--- src/common/icache_pkg.sv ---
`default_nettype none

package icache_pkg;

    parameter int SET_BITS    = 6;     // Number of sets is two to this
    parameter int NUM_WAYS    = 4;
    parameter int LINE_WORDS  = 16;
    parameter int OFFSET_BITS = 6;     // Byte offset within a line

    typedef logic [NUM_WAYS-1:0] way_mask_t;

    // Instruction cache operations carried on the request port
    typedef enum logic [1:0] {
        CACOP_STORE_TAG = 2'b00,
        CACOP_INDEX_INV = 2'b01,
        CACOP_HIT_INV   = 2'b10
    } cacop_e;

    typedef enum logic [1:0] {
        IDLE     = 2'd0,
        LOOKUP   = 2'd1,
        MISS_REQ = 2'd2,
        REFILL   = 2'd3
    } ctrl_state_e;

    typedef struct packed {
        logic [31:0] addr;
        logic        uncache;
        logic        cacop_en;
        cacop_e      cacop;
    } icache_req_t;

    typedef struct packed {
        logic [31:0] rdata;
    } icache_rsp_t;

    typedef struct packed {
        logic [31:0] addr;
        logic [7:0]  len;      // Beats minus one
    } mem_rd_req_t;

    typedef struct packed {
        logic [31:0] data;
        logic        last;
    } mem_rd_ret_t;

endpackage

`default_nettype wire

--- src/icache/icache_refill.sv ---
`default_nettype none

module icache_refill (
    input  wire logic                           clk,
    input  wire logic                           rstn,
    input  wire logic                           start,
    input  wire logic [31:0]                    buf_addr,
    input  wire logic                           ret_valid,
    input  wire logic                           ret_ready,
    input  wire icache_pkg::mem_rd_ret_t        ret,
    output logic [icache_pkg::LINE_WORDS-1:0][31:0] line_out,
    output logic [31:0]                         crit_word,
    output logic                                fill_done
);
    import icache_pkg::*;

    localparam int WORD_BITS = $clog2(LINE_WORDS);

    logic [WORD_BITS-1:0] beat_cnt;
    logic [WORD_BITS-1:0] crit_sel;
    logic                 xfer;
    logic                 take_crit;

    assign xfer     = ret_valid && ret_ready;
    assign crit_sel = buf_addr[2 +: WORD_BITS];

    // A lone last beat at count zero is an uncached word
    assign take_crit = (beat_cnt == crit_sel) || (ret.last && (beat_cnt == '0));

    always_ff @(posedge clk) begin
        if (!rstn) begin
            beat_cnt  <= '0;
            fill_done <= 1'b0;
        end else begin
            fill_done <= xfer && ret.last;
            if (start) begin
                beat_cnt <= '0;                // Bursts start at word zero
            end else if (xfer) begin
                beat_cnt <= beat_cnt + WORD_BITS'(1);
            end
        end
    end

    // Line buffer
    always_ff @(posedge clk) begin
        if (xfer) begin
            line_out[beat_cnt] <= ret.data;
        end
    end

    always_ff @(posedge clk) begin
        if (xfer && take_crit) begin
            crit_word <= ret.data;
        end
    end

endmodule

`default_nettype wire

--- config.mk ---
export PLATFORM = sky130hd
export DESIGN_NAME = icache_refill
export DESIGN_NICKNAME = d
export VERILOG_FILES = /design/src/common/icache_pkg.sv /design/src/icache/icache_refill.sv
export SDC_FILE = /design/constraint.sdc
export NUM_CORES = 1
export LEC_CHECK = 0
export BUFFER_PORTS_ARGS = -buffer_cell sky130_fd_sc_hd__buf_2
export CAP_MARGIN = 10
export CORE_AREA = 2 2 243 245
export DETAILED_ROUTE_END_ITERATION = 8
export DIE_AREA = 0 0 245 247
export PLACE_DENSITY = 0.55
export SKIP_LAST_GASP = 1
export SLEW_MARGIN = 20
export SYNTH_ARGS = -nofsm -noshare
export SYNTH_HDL_FRONTEND = slang
export SYNTH_SLANG_ARGS = --single-unit
export TNS_END_PERCENT = 5
--- constraint.sdc ---
create_clock -name clk -period 5.45 [get_ports clk]
set_input_delay 0 -clock clk [delete_from_list [all_inputs] [get_ports clk]]
set_output_delay 0 -clock clk [all_outputs]
set_load 0.05 [all_outputs]
Yosys cells after proc, flatten, opt, wreduce, memory -nomap -nowiden. Cells that the tools add are included.

Flip-flop bits (word level): 549. Bits of input ports: 70. Word-level logic and storage cells: 35.

Add/sub/neg operators: 1. $lt $le $gt $ge: 2. Eq/ne operators: 1. Multiplexer cells: 3. Bitwise gates (word level): 1. Reduce and logical (&&, ||, !) cells: 8.

Operators by type and width (count): 512-bit bitwise mux (1); 32-bit demux with 4-bit select (1); 32-bit 2-to-1 mux (1); 1-bit logical AND (5); 4-bit by 5-bit less-than comparator with 1-bit output (second input constant) (1); 4-bit by 1-bit adder with 4-bit output (second input constant) (1); 4-bit equality test (1); 4-bit by 1-bit >= comparator with 1-bit output (second input constant) (1); 4-bit logical NOT (1); 2-bit OR reduction (1); 1-bit logical OR (1); 1-bit NOT (1).

Longest topological paths before layout.
Word-level depth: 5. Gate-level depth with buffers: 5. Depth with buffers taken out: 5.

Least setup slack after synthesis. No wires, ideal clock.

Path type: register to register. From: reg beat_cnt[0]. To: reg crit_word[0], enable pin. Setup time: 0.394 ns. Arrival time: 4.011 ns. Required time: 5.056 ns. Setup slack: 1.045 ns. Stages on the path, launching flop included: 6. Buffers on the path: 0. Clock period less this slack: 4.405 ns. Cells stage by stage: dfxtp_1 > inv_1 > ha_1 > nand3_1 > nor3_1 > a32o_1.

Longest elaborated chain between the ends: 4. Elaborated cells between the ends (all ways): 5. Those cells by class: eq/ne: 1; reduce/logical: 4.

RTL lines: start: declaration (line icache_refill.sv:19) `logic [WORD_BITS-1:0] beat_cnt;`; start signal: assignment (line icache_refill.sv:39) `beat_cnt <= beat_cnt + WORD_BITS'(1);`; 4-bit logical NOT (line icache_refill.sv:28) `assign take_crit = (beat_cnt == crit_sel) || (ret.last && (beat_cnt == '0));`; 1-bit logical AND (line icache_refill.sv:28); 1-bit logical OR * (line icache_refill.sv:28); 1-bit logical AND * (line icache_refill.sv:52) `if (xfer && take_crit) begin`; end signal: assignment (line icache_refill.sv:53) `crit_word <= ret.data;`; end: declaration (line icache_refill.sv:12) `output logic [31:0] crit_word,`.

Mark *: on every way between the ends. The rest lies on a longest branch, timed or not. A chain may end at the register's enable or synchronous reset.

Final worst setup path.
From: reg beat_cnt[0]. To: reg crit_word[18], enable pin.

Same word-level chain as after synthesis.

==> impl_metrics.yaml <==
clock_network:
  cts_buffers: 55
  clkTransAtPathRegs_ps: 60
  hold_buffers: 38
  postCtsSetupBuffers: 0
  htree_levels: 2
  cts_resized: 0
  clock_path_buffers: 3
  cts_sinks: 549
  cts_tree: "yes"
  clk_latency_ps: 590
  root_buffer: "clkbuf_16"
sta:
  fin_crit_ps: 2770
  tns_ps: 0
  rsz0062_at_grt: "false"
  relSlewSlack_pct: 41.5
  drv_slew: 0
  tightest_slew_ps: 878
  period_share_pct: 50.8
  fin_worst_skew_ps: 21.7
  setup_violations: 0
  hold_ws_ps: 209
  finalHoldViolCount: 0
  fmax_mhz: 361
worst_setup_path:
  cp_num_buf_inv: 2
  critPathMaxStageDelay_ps: 740
  path_max_fanout: 18
  cp_cell_sequence: "inv_1 > ha_1 > nand3_1 > nor3_2 > a32o_2 > buf_4"
  cp_slowest_cell: "a32o_2"
  crit_arrival_ps: 3020
  end_kind: "flop"
  critPathRequiredTime_ps: 5700
  critPathKind: "reg2reg"
  critPathTopFamily: "compound AO/OA/AOI/OAI gates"
  start_kind: "flop"
synth:
  synth.distinct_cells: 22
  synth_fp_nets: 676
  ys.flop_type: "edfxtp_1"
  synthDominantCellAreaShare_pct: 97.5
  syn_area_mm2: 0.0168
  synth_edf_count: 544
  ys_seq_area_share_pct: 98.1
  ys_warn_count: 0
  syn_avg_cell_area_um2: 27.8
  synth_common_cells: "edfxtp_1 (544), nor2_1 (14), nand2_1 (6), dfxtp_1 (5), nor3_1 (5)"
  ys_ff_latch: 549
  synth_cells: 602
  async_flop_share_pct: 0
  synth_most_common_cell: "edfxtp_1"
  synth_top_area_cell: "edfxtp_1"
  synthTopCellsByArea: "edfxtp_1 (98%), dfxtp_1 (0.60%), nor2_1 (0.31%), ha_1 (0.30%), xor2_1 (0.21%)"
global_route:
  first_global_vias: 8763
  grtUsageTotal_pct: 15.0
  grt_max_degree: 33
  grt_pass1_wl_mm: 64.1
  grt_overflow: 0
  grt_antenna_before_repair: 1
power:
  power_switching_w: 0.00169
  seqPwrFrac_pct: 54.4
  power.share.clock_pct: 43.1
  power_leakage_nw: 8.50
  ir_drop_mv: 0.291
  power-per-cell-area_mw_per_mm2: 373
  internal_power_w: 0.00689
  swShare_pct: 19.7
  p_comb_share_pct: 2.5
  power_w: 0.00859
layout:
  fin_area_mm2: 0.0230
  final_nets: 1372
  n_fill_cell: 5233
  syn2layout_area_growth_pct: 37.4
  instances_no_fill: 2116
  layout-drive-gt1-share_pct: 52.0
route:
  drtPass1Iterations: 4
  wire_per_inst_um: 22.8
  vias: 8916
  routed_wirelength_mm: 48.2
  drtIter0Drc: 537
  route.detailed.drc: 0
  ant_nets: 0
  vias_per_cell: 4.21
placement:
  portBuffers: 586
  place_area_mm2: 0.0209
  post-place-cells: 1976
  hpwl_mm: 30.7
  gp_congestion: 0.745
die:
  fp.dieH_um: 247
  coreArea_mm2: 0.0582
  die_area_mm2: 0.0605
  pin_count: 615
  num_rows: 89
  fp.dieW_um: 245
  start_util_pct: 28.8
run:
  drv_cap: 0
run_status:
  status: "finished clean"
worst_hold_path:
  hp-class: "in2reg"
==> power groups by stage <==
stage | clock network [W] | logic, W | registers [W]
2_1_floorplan | 0 | 0.0000133 | 0.00484
3_3_place_gp | 0 | 0.000195 | 0.00476
3_5_place_dp | 0 | 0.000199 | 0.00476
4_1_cts | 0.00379 | 0.000219 | 0.00467
5_1_grt | 0.00394 | 0.000229 | 0.00467
6_report | 0.00370 | 0.000217 | 0.00467
==> registers in the layout (all words and copies together) (netlist names) <==
signal and cells:
crit_word 32, line_out 512, fill_done 1, beat_cnt 4
==> cell type report <==
cell class              count  area, um2  area share, %
flip-flops and latches    549      16400           71.4
repair buffers            642       3450           15.0
clock buffers              69       1430           6.21
well taps                 773        967           4.20
multi-input cells          48        398           1.73
clock inverters            32        338           1.47
inverters                   2       7.51         0.0326
diodes                      1       2.50         0.0109
==> cells by family (layout without fill, tap and decap cells) <==
logic type	after synthesis	after routing	synth area share, %
other	0	1	0
buffers and inverters	5	745	0.187
xor gates and xnor gates	6	6	0.314
AOI/OAI and AO/OA	4	4	0.149
adders and majority gates	4	4	0.299
and+or+nand+nor	34	34	0.949
DFF	549	549	98.1
==> worst register-to-register path, cell delays in order, from the launching register on <==
cell and delay [ps]:
dfxtp_1 390, inv_1 120, ha_1 160, nand3_1 310, nor3_2 260, a32o_2 740, buf_4 440
==> routing by layer <==
| layer | share of wire [%] | GRT usage (%) | up-vias |
|---|---|---|---|
| li1 | - | - | 3831 |
| met1 | 40 | 19.0 | 4553 |
| met2 | 49 | 25.1 | 462 |
| met4 | 2.4 | 4.59 | 0 |
| met3 | 7.8 | 4.35 | 70 |
| met5 | 0 | 0 | - |
==> worst paths after layout <==
kind                                               start                       end  slack [ps]  cells after the start
worst max-delay path            beat_cnt[0]$_SDFFE_PP0P_   crit_word[18]$_DFFE_PP_        2680                      6
worst min-delay path                              ret[0]      fill_done$_SDFF_PN0_         210                      3
worst max register to register  beat_cnt[0]$_SDFFE_PP0P_   crit_word[18]$_DFFE_PP_        2680                      6
worst min register to register  beat_cnt[1]$_SDFFE_PP0P_  beat_cnt[1]$_SDFFE_PP0P_         560                      2
==> metrics by stage <==
step	util, %	worst slack, ps
3_5_place_dp	35.8	2660
2_1_floorplan	-	1040
5_1_grt	39.5	2520
3_3_place_gp	35.8	2740
6_report	39.5	2680
4_1_cts	39.5	2630
==> layout by cell type, fill, tap and decap left out, drive strengths merged <==
cell	count
nand2	6
ha	4
xnor2	2
and2	1
diode	1
clkinv	20
or3	1
inv	5
clkbuf	69
nand3	3
o21ai	1
a21oi	2
dfxtp	5
and3	1
nor3	5
nand2b	2
clkinvlp	2
xor2	4
or2b	1
a32o	1
nor2	14
edfxtp	544
buf	604
dlygate4sd3	38
bufinv	7
Power figures use the tool's default switching activity.
