## src/common/icache_pkg.sv

```systemverilog
`default_nettype none

package icache_pkg;

    parameter int SET_BITS    = 6;     // Number of sets is two to this
    parameter int NUM_WAYS    = 4;
    parameter int LINE_WORDS  = 16;
    parameter int OFFSET_BITS = 6;     // Byte offset within a line

    typedef logic [NUM_WAYS-1:0] way_mask_t;

    // Instruction cache operations carried on the request port
    typedef enum logic [1:0] {
        CACOP_STORE_TAG = 2'b00,
        CACOP_INDEX_INV = 2'b01,
        CACOP_HIT_INV   = 2'b10
    } cacop_e;

    typedef enum logic [1:0] {
        IDLE     = 2'd0,
        LOOKUP   = 2'd1,
        MISS_REQ = 2'd2,
        REFILL   = 2'd3
    } ctrl_state_e;

    typedef struct packed {
        logic [31:0] addr;
        logic        uncache;
        logic        cacop_en;
        cacop_e      cacop;
    } icache_req_t;

    typedef struct packed {
        logic [31:0] rdata;
    } icache_rsp_t;

    typedef struct packed {
        logic [31:0] addr;
        logic [7:0]  len;      // Beats minus one
    } mem_rd_req_t;

    typedef struct packed {
        logic [31:0] data;
        logic        last;
    } mem_rd_ret_t;

endpackage

`default_nettype wire

```

## src/icache/icache_ctrl.sv

```systemverilog
`default_nettype none

module icache_ctrl (
    input  wire logic                    clk,
    input  wire logic                    rstn,
    input  wire logic                    req_valid,
    input  wire icache_pkg::icache_req_t buf_req,
    input  wire icache_pkg::way_mask_t   hit,
    input  wire icache_pkg::way_mask_t   victim,
    input  wire logic                    mem_req_ready,
    input  wire logic                    fill_done,
    output logic                         req_ready,
    output logic                         buf_load,
    output icache_pkg::way_mask_t        tag_we,
    output logic                         tag_clear,
    output icache_pkg::way_mask_t        data_we,
    output logic                         mem_req_valid,
    output logic                         mem_ret_ready,
    output logic                         refill_start,
    output logic                         lru_touch,
    output icache_pkg::way_mask_t        touch_way,
    output logic                         rsp_valid,
    output logic                         rsp_from_refill
);
    import icache_pkg::*;

    ctrl_state_e state_q;
    ctrl_state_e state_d;
    way_mask_t   index_way;
    logic        any_hit;
    logic        finish;           // Request answered this cycle

    assign any_hit = |hit;

    // Index operations name the way in the low two address bits
    always_comb begin
        index_way = '0;
        index_way[buf_req.addr[1:0]] = 1'b1;
    end

    always_ff @(posedge clk) begin
        if (!rstn) begin
            state_q <= IDLE;
        end else begin
            state_q <= state_d;
        end
    end

    always_comb begin
        state_d         = state_q;
        req_ready       = 1'b0;
        tag_we          = '0;
        tag_clear       = 1'b0;
        data_we         = '0;
        mem_req_valid   = 1'b0;
        mem_ret_ready   = 1'b0;
        refill_start    = 1'b0;
        lru_touch       = 1'b0;
        touch_way       = '0;
        rsp_valid       = 1'b0;
        rsp_from_refill = 1'b0;
        finish          = 1'b0;

        case (state_q)
            IDLE: begin
                req_ready = 1'b1;
                if (req_valid) begin
                    state_d = LOOKUP;
                end
            end
            LOOKUP: begin
                if (buf_req.cacop_en) begin
                    tag_clear = 1'b1;
                    case (buf_req.cacop)
                        CACOP_HIT_INV: tag_we = hit;
                        default:       tag_we = index_way;   // Store-tag and index-invalidate
                    endcase
                    finish = 1'b1;
                end else if (buf_req.uncache || !any_hit) begin
                    state_d = MISS_REQ;
                end else begin
                    lru_touch = 1'b1;
                    touch_way = hit;
                    finish    = 1'b1;
                end
            end
            MISS_REQ: begin
                mem_req_valid = 1'b1;
                if (mem_req_ready) begin
                    refill_start = 1'b1;
                    state_d      = REFILL;
                end
            end
            REFILL: begin
                mem_ret_ready = 1'b1;
                if (fill_done) begin
                    if (!buf_req.uncache) begin
                        tag_we    = victim;
                        data_we   = victim;
                        lru_touch = 1'b1;
                        touch_way = victim;
                    end
                    rsp_from_refill = 1'b1;
                    finish          = 1'b1;
                end
            end
            default: begin
                state_d = IDLE;
            end
        endcase

        // Answer and take the next request in the same cycle
        if (finish) begin
            rsp_valid = 1'b1;
            req_ready = 1'b1;
            state_d   = req_valid ? LOOKUP : IDLE;
        end
    end

    assign buf_load = req_valid && req_ready;

endmodule

`default_nettype wire

```

## config.mk

```make
export PLATFORM = sky130hd
export DESIGN_NAME = icache_ctrl
export DESIGN_NICKNAME = d
export VERILOG_FILES = /design/src/common/icache_pkg.sv /design/src/icache/icache_ctrl.sv
export SDC_FILE = /design/constraint.sdc
export NUM_CORES = 1
export LEC_CHECK = 0
export ABC_AREA = 1
export BUFFER_PORTS_ARGS = -buffer_cell sky130_fd_sc_hd__buf_2
export CAP_MARGIN = 10
export CORE_UTILIZATION = 26
export DETAILED_ROUTE_END_ITERATION = 12
export HOLD_SLACK_MARGIN = 0.1
export PLACE_DENSITY = 0.75
export SYNTH_ARGS = -nofsm -noshare
export SYNTH_HDL_FRONTEND = slang
export SYNTH_SLANG_ARGS = --single-unit
```

## constraint.sdc

```tcl
create_clock -name clk -period 1.2 [get_ports clk]
set_input_delay 0.24 -clock clk [delete_from_list [all_inputs] [get_ports clk]]
set_output_delay 0.24 -clock clk [all_outputs]
set_load 0.1 [all_outputs]
```

==> metrics.cfg, run 1 <==
[yosys]
ys_warn_count=0
synth_top_area_share_pct=16.8
postSynth.asyncResetShare_pct=0
synth_compound_area_share_pct=22.7
yosys.area.top_type=inv_1
syn_avg_cell_area_sq_um=5.57
synthFlopType=dfxtp_1
yosysSeqAreaShare_pct=8.56
synthXorXnorAreaFrac_pct=0
netlist_area_sq_um=468
syn_inst=84
yosys-mux-area-fraction_pct=0
synth_simple_gate_area_share_pct=36.1
synth_nets=138
ys_ff_latch=2
synth_top_family_by_area=simple AND/OR/NAND/NOR gates
synth.most_common_cell=inv_1
yosys.area_share.adder_pct=13.4
synth_commonest_cells=inv_1 (21), nand2_1 (17), nor2_1 (9), o21ai_0 (6), ha_1 (5)
ys_types=18
synth_edf_count=0
synth.area.top_cells=inv_1 (17%), nand2_1 (14%), ha_1 (13%)

[cts]
root_buffer=clkbuf_4
clockBufferDepth=2
holdBufCountCts=0
htreeDepth=1
clock-sinks=2
cts_made_buffers=3

[global_route]
grt_max_degree=6
antenna_found_initial=0

[place]
post-dp-hpwl_um=1920
io_buffers=39
dp.cells=171
routabilityCongestion=0.882

[floorplan]
ios=70
die_h_um=44.4
die_x_um=44.4
row_count=14
initial_core_util_pct=29.4

[outcome]
status=stopped before the end
flow.stopped_at=global routing
stop_error=[ERROR DPL-0033] detailed placement checks failed during check placement.

[timing]
worst_path_end_type=primary output
worst_endpoint=tag_we[2]

-- through the flow --
step                worst slack, ns  TNS, ns  util, %  hold slack, ns  area [sq um]
global placement             -0.404    -5.83     87.2           0.481          1390
detailed placement           -0.466    -6.96     87.2           0.482          1390
CTS                          -0.594   -10.87     96.8           0.255          1540
floorplan                    -0.982   -13.84        -           0.356           672
-- timing repair --
item                                    4_1_cts
setup buffers                                 3
endpoints found under the setup margin       23
gates resized for setup                      25
pin swaps                                     7
-- logic make-up after synthesis --
family          after synthesis
simple gates                 36
buf+inv                      24
flops                         2
compound gates               17
fa+ha+maj                     5
==> run 2: changes to the inputs <==
--- a/config.mk
+++ b/config.mk
@@ -8,10 +8,10 @@
 export ABC_AREA = 1
 export BUFFER_PORTS_ARGS = -buffer_cell sky130_fd_sc_hd__buf_2
 export CAP_MARGIN = 10
-export CORE_UTILIZATION = 26
+export CORE_AREA = 2 2 63 65
 export DETAILED_ROUTE_END_ITERATION = 12
-export HOLD_SLACK_MARGIN = 0.1
-export PLACE_DENSITY = 0.75
+export DIE_AREA = 0 0 65 67
+export PLACE_DENSITY_LB_ADDON = 0.15
 export SYNTH_ARGS = -nofsm -noshare
 export SYNTH_HDL_FRONTEND = slang
 export SYNTH_SLANG_ARGS = --single-unit
==> constraint.sdc (replaced) <==
create_clock -name clk -period 1.56 [get_ports clk]
set_input_delay 0.312 -clock clk [delete_from_list [all_inputs] [get_ports clk]]
set_output_delay 0.312 -clock clk [all_outputs]
set_load 0.1 [all_outputs]
==> metrics.cfg, run 2 <==
[yosys]
yosys.area_share.adder_pct=13.4  ; unchanged
synth.most_common_cell=inv_1
syn_inst=84  ; unchanged
synth_compound_area_share_pct=22.7  ; unchanged
synth_edf_count=0  ; unchanged
yosys.area.top_type=inv_1
netlist_area_sq_um=468  ; unchanged
yosysSeqAreaShare_pct=8.56  ; unchanged
postSynth.asyncResetShare_pct=0  ; unchanged
synthFlopType=dfxtp_1
synth.area.top_cells=inv_1 (17%), nand2_1 (14%), ha_1 (13%)
synth_commonest_cells=inv_1 (21), nand2_1 (17), nor2_1 (9), o21ai_0 (6), ha_1 (5)
syn_avg_cell_area_sq_um=5.57  ; unchanged
ys_warn_count=0  ; unchanged
ys_ff_latch=2  ; unchanged
yosys-mux-area-fraction_pct=0  ; unchanged
ys_types=18  ; unchanged
synthXorXnorAreaFrac_pct=0  ; unchanged
synth_top_area_share_pct=16.8  ; unchanged
synth_simple_gate_area_share_pct=36.1  ; unchanged
synth_top_family_by_area=simple AND/OR/NAND/NOR gates
synth_nets=138  ; unchanged

[cts]
clock-sinks=2  ; unchanged
clk_latency_ns=0.21
root_buffer=clkbuf_8
cts_tree=yes
htreeDepth=1  ; unchanged
clk_pin_slew_ns=0.03
clockBufferDepth=2  ; unchanged
cts_made_buffers=3  ; unchanged
holdBufCountCts=0  ; unchanged

[layout]
area_growth_pct=224
largest_reg_flops=2
post_route_cells_drive_above_1_share_pct=70.5
final_cells=194
layout_common_cells=buf_12 (21), buf_2 (18), inv_1 (15)
num-fill-cells=352
finalNetCount=201
top_regs=state_q x2
antenna_cells=0
final_common_cell=buf_12
largest-register=state_q
fin_util_pct=42.0

[timing]
finalSetupViolations=19
fin_skew_ns=0.00612
worst_pin_slew_ns=0.333
maxSlewViolCount=0
rsz0062_at_grt=true
period_minus_slack_ns=1.81
slew_headroom_pct=77.6
fmax_ghz=0.551
hold_viol=0
timing.final.ws_setup_ns=-0.254
min_period_over_period_pct=116
setup_tns_ns=-3.60

[routing]
drtAntennaViolNets=0
drc=0
avgRoutedWirePerCell_um=9.66
num_vias=756
wl_met3_um=174
wl_met2_um=977
via_per_inst=3.90
drt_iter0_drc=29
drt-met1-wl_um=722
first_pass_iters=4
dr.max_layer_used=met3
wl_um=1870

[place]
io_buffers=39  ; unchanged
dp_slack_ns=-0.171  ; +0.295 ns
dp.cells=186  ; +8.8%
routabilityCongestion=0.754  ; -15%
post-dp-hpwl_um=1640  ; -15%

[critical_path]
crit_path_max_fanout=8
arrival_ns=1.50
r2r_setup_slack_ns=0.12
endpoint_kind=primary output
cp-start-kind=flip-flop
critical_path.reg2reg.startpoint=state_q[0]
worst-setup-path-type=reg2out
cp.required_ns=1.25
r2r-end=state_q[0]
ff2ff_path_depth=11

[job]
drv_cap=0

[global_route]
grt_pass1_vias=763
grt-ovfl-total=0
grt_max_degree=9
grt_usage_pct=9.45
grt_pass1_wl_um=3260
antenna_found_initial=0

[floorplan]
die_area_sq_mm=0.00436
die_x_um=65  ; +46%
row_count=22  ; +8
ios=70  ; unchanged
core-area_sq_mm=0.00361
initial_core_util_pct=13.0  ; -16 points
die_h_um=67  ; +51%

[pwr]
switching_share_pct=55.2
peakVddDrop_uv=1180
p_sw_uw=1250
internal_power_uw=1020
power_frac_seq_pct=4.5
leakage_uw=0.000688
power_density_mw_per_mm2=1500
pwr-share-clk_pct=9.6
pwr-share-comb_pct=85.9

[hold_path]
min_from=rstn
whs_endpoint=state_q[1]
hp-class=in2reg
hold_depth=3

[outcome]
status=complete, but fails checks
violations=setup timing

==> run 2: cell counts after synthesis <==
Identical to the previous run, type by type.
==> run 2: timing repair <==
| item | 4_1_cts | 5_1_grt |
|---|---|---|
| setup endpoints to repair | 19 | 19 |
| pin swaps | 6 | 1 |
| hold endpoints to repair | 0 | 0 |
| gates resized for setup | 19 | 3 |
| setup buffers | 3 | 2 |
==> run 2: power groups by stage <==
stage	sequential, uW	combinational, uW	clock (uW)
2_1_floorplan	112	1140	0
3_3_place_gp	95.8	1760	0
3_5_place_dp	95.9	1770	0
4_1_cts	105	1920	223
5_1_grt	104	2050	235
6_report	102	1950	217
==> run 2: area by class of cell <==
class	instances	area, sq um	share of cell area (%)
Sequential cell	2	45.0	2.97
Inverter	24	105	6.94
Timing Repair Buffer	58	676	44.6
Tap cell	48	60.1	3.96
Clock buffer	4	45.0	2.97
Multi-Input combinational cell	58	584	38.6
==> run 2: through the flow <==
stage / instance area [sq um] / hold slack, ns / power (uW)
after global placement: 1350 / 0.556 / 1850
after CTS: 1490 / 0.345 / 2240
after floorplan: 669 / 0.428 / 1260
after global routing: 1520 / 0.362 / 2390
final: 1520 / 0.342 / 2270
after detailed placement: 1350 / 0.563 / 1870
==> run 2: routing by layer <==
layer	vias to the layer above	track usage [%]
li1	387	-
met1	333	10.3
met2	36	18.0
met3	0	2.36
met4	0	2.39
met5	-	0
==> run 2: worst max-delay path by stage <==
stage                        end  startpoint  cells after the start
floorplan              tag_we[2]  state_q[0]                      7
global placement        buf_load  state_q[1]                      9
detailed placement      buf_load  state_q[1]                      9
CTS                    tag_we[2]  state_q[0]                      9
global route           tag_we[2]  state_q[0]                      9
finish              touch_way[3]  state_q[0]                      8
==> run 2: logic make-up (layout without fill, tap and decap cells) <==
kind of cell	Yosys count	count (layout)
compound gates	17	17
fa+ha+maj	5	5
buf+inv	24	86
flops	2	2
simple gates	36	36
==> run 2: critical path: stages, from the launching register on <==
cell and delay [ns]:
dfxtp_4 0.35, buf_6 0.12, ha_4 0.16, nand2_4 0.07, nor2_4 0.04, inv_6 0.13, nor2_4 0.05, a31o_4 0.21
buf_12 0.16
No activity file was read; power rests on OpenSTA's default activity.
==> run 3: changes to the inputs <==
==> constraint.sdc (replaced) <==
create_clock -name clk -period 1.7 [get_ports clk]
set_input_delay 0.34 -clock clk [delete_from_list [all_inputs] [get_ports clk]]
set_output_delay 0.34 -clock clk [all_outputs]
set_load 0.1 [all_outputs]
==> metrics.cfg, run 3 (synthesis gave the netlist of run 2 again) <==
[floorplan]
ios=70  ; unchanged
initial_core_util_pct=13.0  ; unchanged
die_h_um=67  ; unchanged
die_x_um=65  ; unchanged
row_count=22  ; unchanged
core-area_sq_mm=0.00361  ; unchanged
die_area_sq_mm=0.00436  ; unchanged

[critical_path]
crit_path_max_fanout=8  ; unchanged
arrival_ns=1.52  ; +0.02 ns
cp.required_ns=1.36  ; +0.11 ns
path_common_cell=nor2_4
cpMaxStageDelayCell=dfxtp_4
crit_chain=buf_6 -> ha_4 -> nand2_4 -> nor2_4 -> inv_6 -> nor2_4 -> a31o_4 -> buf_12
worst-setup-path-type=reg2out
cpPeakStageDelay_ns=0.35  ; about the same
endpoint_kind=primary output
path_buf_inv=3  ; unchanged
cp-start-kind=flip-flop
path_delay_family=buffers and inverters

[layout]
final_common_cell=buf_12
post_route_cells_drive_above_1_share_pct=68.3  ; -2.2 points
antenna_cells=0  ; unchanged
multi_input_area_sq_um=577  ; -1.3%
largest_reg_flops=2  ; unchanged
area_growth_pct=207
layout_common_cells=buf_12 (20), buf_2 (19), inv_1 (15)
finalNetCount=194  ; -3.5%
regArea_sq_um=45.0  ; unchanged
largest-register=state_q
num-fill-cells=393  ; +12%
fin_util_pct=39.8  ; -2.2 points
top_regs=state_q x2

[global_route]
grt_max_degree=9  ; unchanged
grt_pass1_vias=740  ; -3.0%
grt_pass1_wl_um=3170  ; -2.7%
grt-ovfl-total=0  ; unchanged
antenna_found_initial=0  ; unchanged
grt_usage_pct=9.49  ; +0.036 points

[place]
io_buffers=39  ; unchanged
dp_slack_ns=-0.0509  ; +0.120 ns
routabilityCongestion=0.812  ; +7.7%
post-dp-hpwl_um=1630  ; -0.43%

[routing]
wl_met3_um=222  ; +28%
wl_um=1830  ; -2.6%
drc=0  ; unchanged
wl_met2_um=925  ; -5.3%
num_vias=710  ; -6.1%
dr.max_layer_used=met4
via_per_inst=3.80  ; -2.6%
first_pass_iters=4  ; unchanged
drt_iter0_drc=12  ; -59%
avgRoutedWirePerCell_um=9.76  ; +1.0%
drtAntennaViolNets=0  ; unchanged
drt-met1-wl_um=633  ; -12%

[pwr]
leakage_uw=0.000641  ; -6.7%
power_frac_seq_pct=4.8  ; +0.3 points
peakVddDrop_uv=1560  ; +32%
pwr-share-comb_pct=85.1  ; -0.8 points
switching_share_pct=56.5  ; +1.3 points
pwr-share-clk_pct=10.2  ; +0.6 points
internal_power_uw=873  ; -14%
power_density_mw_per_mm2=1400  ; -6.6%
total_power_uw=2010  ; -11%
p_sw_uw=1130  ; -9.3%

[cts]
root_buffer=clkbuf_8
htreeDepth=1  ; unchanged
clk_latency_ns=0.22  ; about the same
cts_tree=yes
clock-sinks=2  ; unchanged
cts_made_buffers=3  ; unchanged
clockBufferDepth=2  ; unchanged
clk_pin_slew_ns=0.03  ; about the same

[timing]
hold_viol=0  ; unchanged
setup_tns_ns=-1.84  ; +1.76 ns
rsz0062_at_grt=true
period_minus_slack_ns=1.86
worst_pin_slew_ns=0.483  ; +0.150 ns
timing.final.ws_setup_ns=-0.165  ; +0.0890 ns
finalSetupViolations=16  ; -3
fin_skew_ns=0.00476  ; -0.00136 ns
maxSlewViolCount=0  ; unchanged
slew_headroom_pct=68.1  ; -9.5 points
hold_slack_ns=0.365  ; +0.0229 ns
fmax_ghz=0.536
min_period_over_period_pct=110

[outcome]
violations=setup timing
status=complete, but fails checks

[job]
drv_cap=0  ; unchanged

[hold_path]
hp-class=in2reg

[run 3: final cells by class]
class,count,share of cell area [%]
repair buffers,51,42.1
clock buffers,4,3.14
multi-input cells,58,40.2
flip-flops and latches,2,3.14
well taps,48,4.18
inverters,24,7.32
[run 3: what timing repair did]
action / in CTS / in global routing
pin swaps: 8 / 1
hold buffers: 0 / 0
setup endpoints to repair: 18 / 18
resized for setup: 16 / 3
cloned: 0 / 0
buffers inserted: 1 / 0
[run 3: power groups by stage]
stage / clock network, uW / registers (uW) / logic, uW
final: 204 / 95.8 / 1710
after global placement: 0 / 87.5 / 1600
after CTS: 212 / 95.0 / 1710
after global routing: 221 / 97.8 / 1810
after floorplan: 0 / 103 / 1050
after detailed placement: 0 / 87.4 / 1620
[run 3: per-layer routing]
metal | vias to the layer above | track usage [%]
li1 | 371 | -
met1 | 297 | 9.02
met2 | 38 | 18.0
met3 | 4 | 3.04
met4 | 0 | 5.05
met5 | - | 0
[run 3: final timing paths]
| check | from | endpoint | slack (ns) | cells after the start |
|---|---|---|---|---|
| setup / recovery | state_q[0] | touch_way[3] | -0.16 | 8 |
| hold / removal | rstn | state_q[1] | 0.37 | 3 |
| setup reg to reg | state_q[0] | state_q[0] | 0.31 | 9 |
| hold reg to reg | state_q[1] | state_q[1] | 0.63 | 3 |
[run 3: metrics by stage]
stage          std cells  instance area [sq um]
2_1_floorplan         84                    669
3_3_place_gp         182                   1310
3_5_place_dp         182                   1310
4_1_cts              187                   1430
5_1_grt              187                   1440
6_report             187                   1440
[run 3: worst register-to-register path, delay by kind of cell (launching register included)]
kind	cells	cell delay (ns)
adders and majority gates	1	0.21
DFF	1	0.37
AOI/OAI and AO/OA	1	0.15
and+or+nand+nor	4	0.34
buffers and inverters	3	0.22
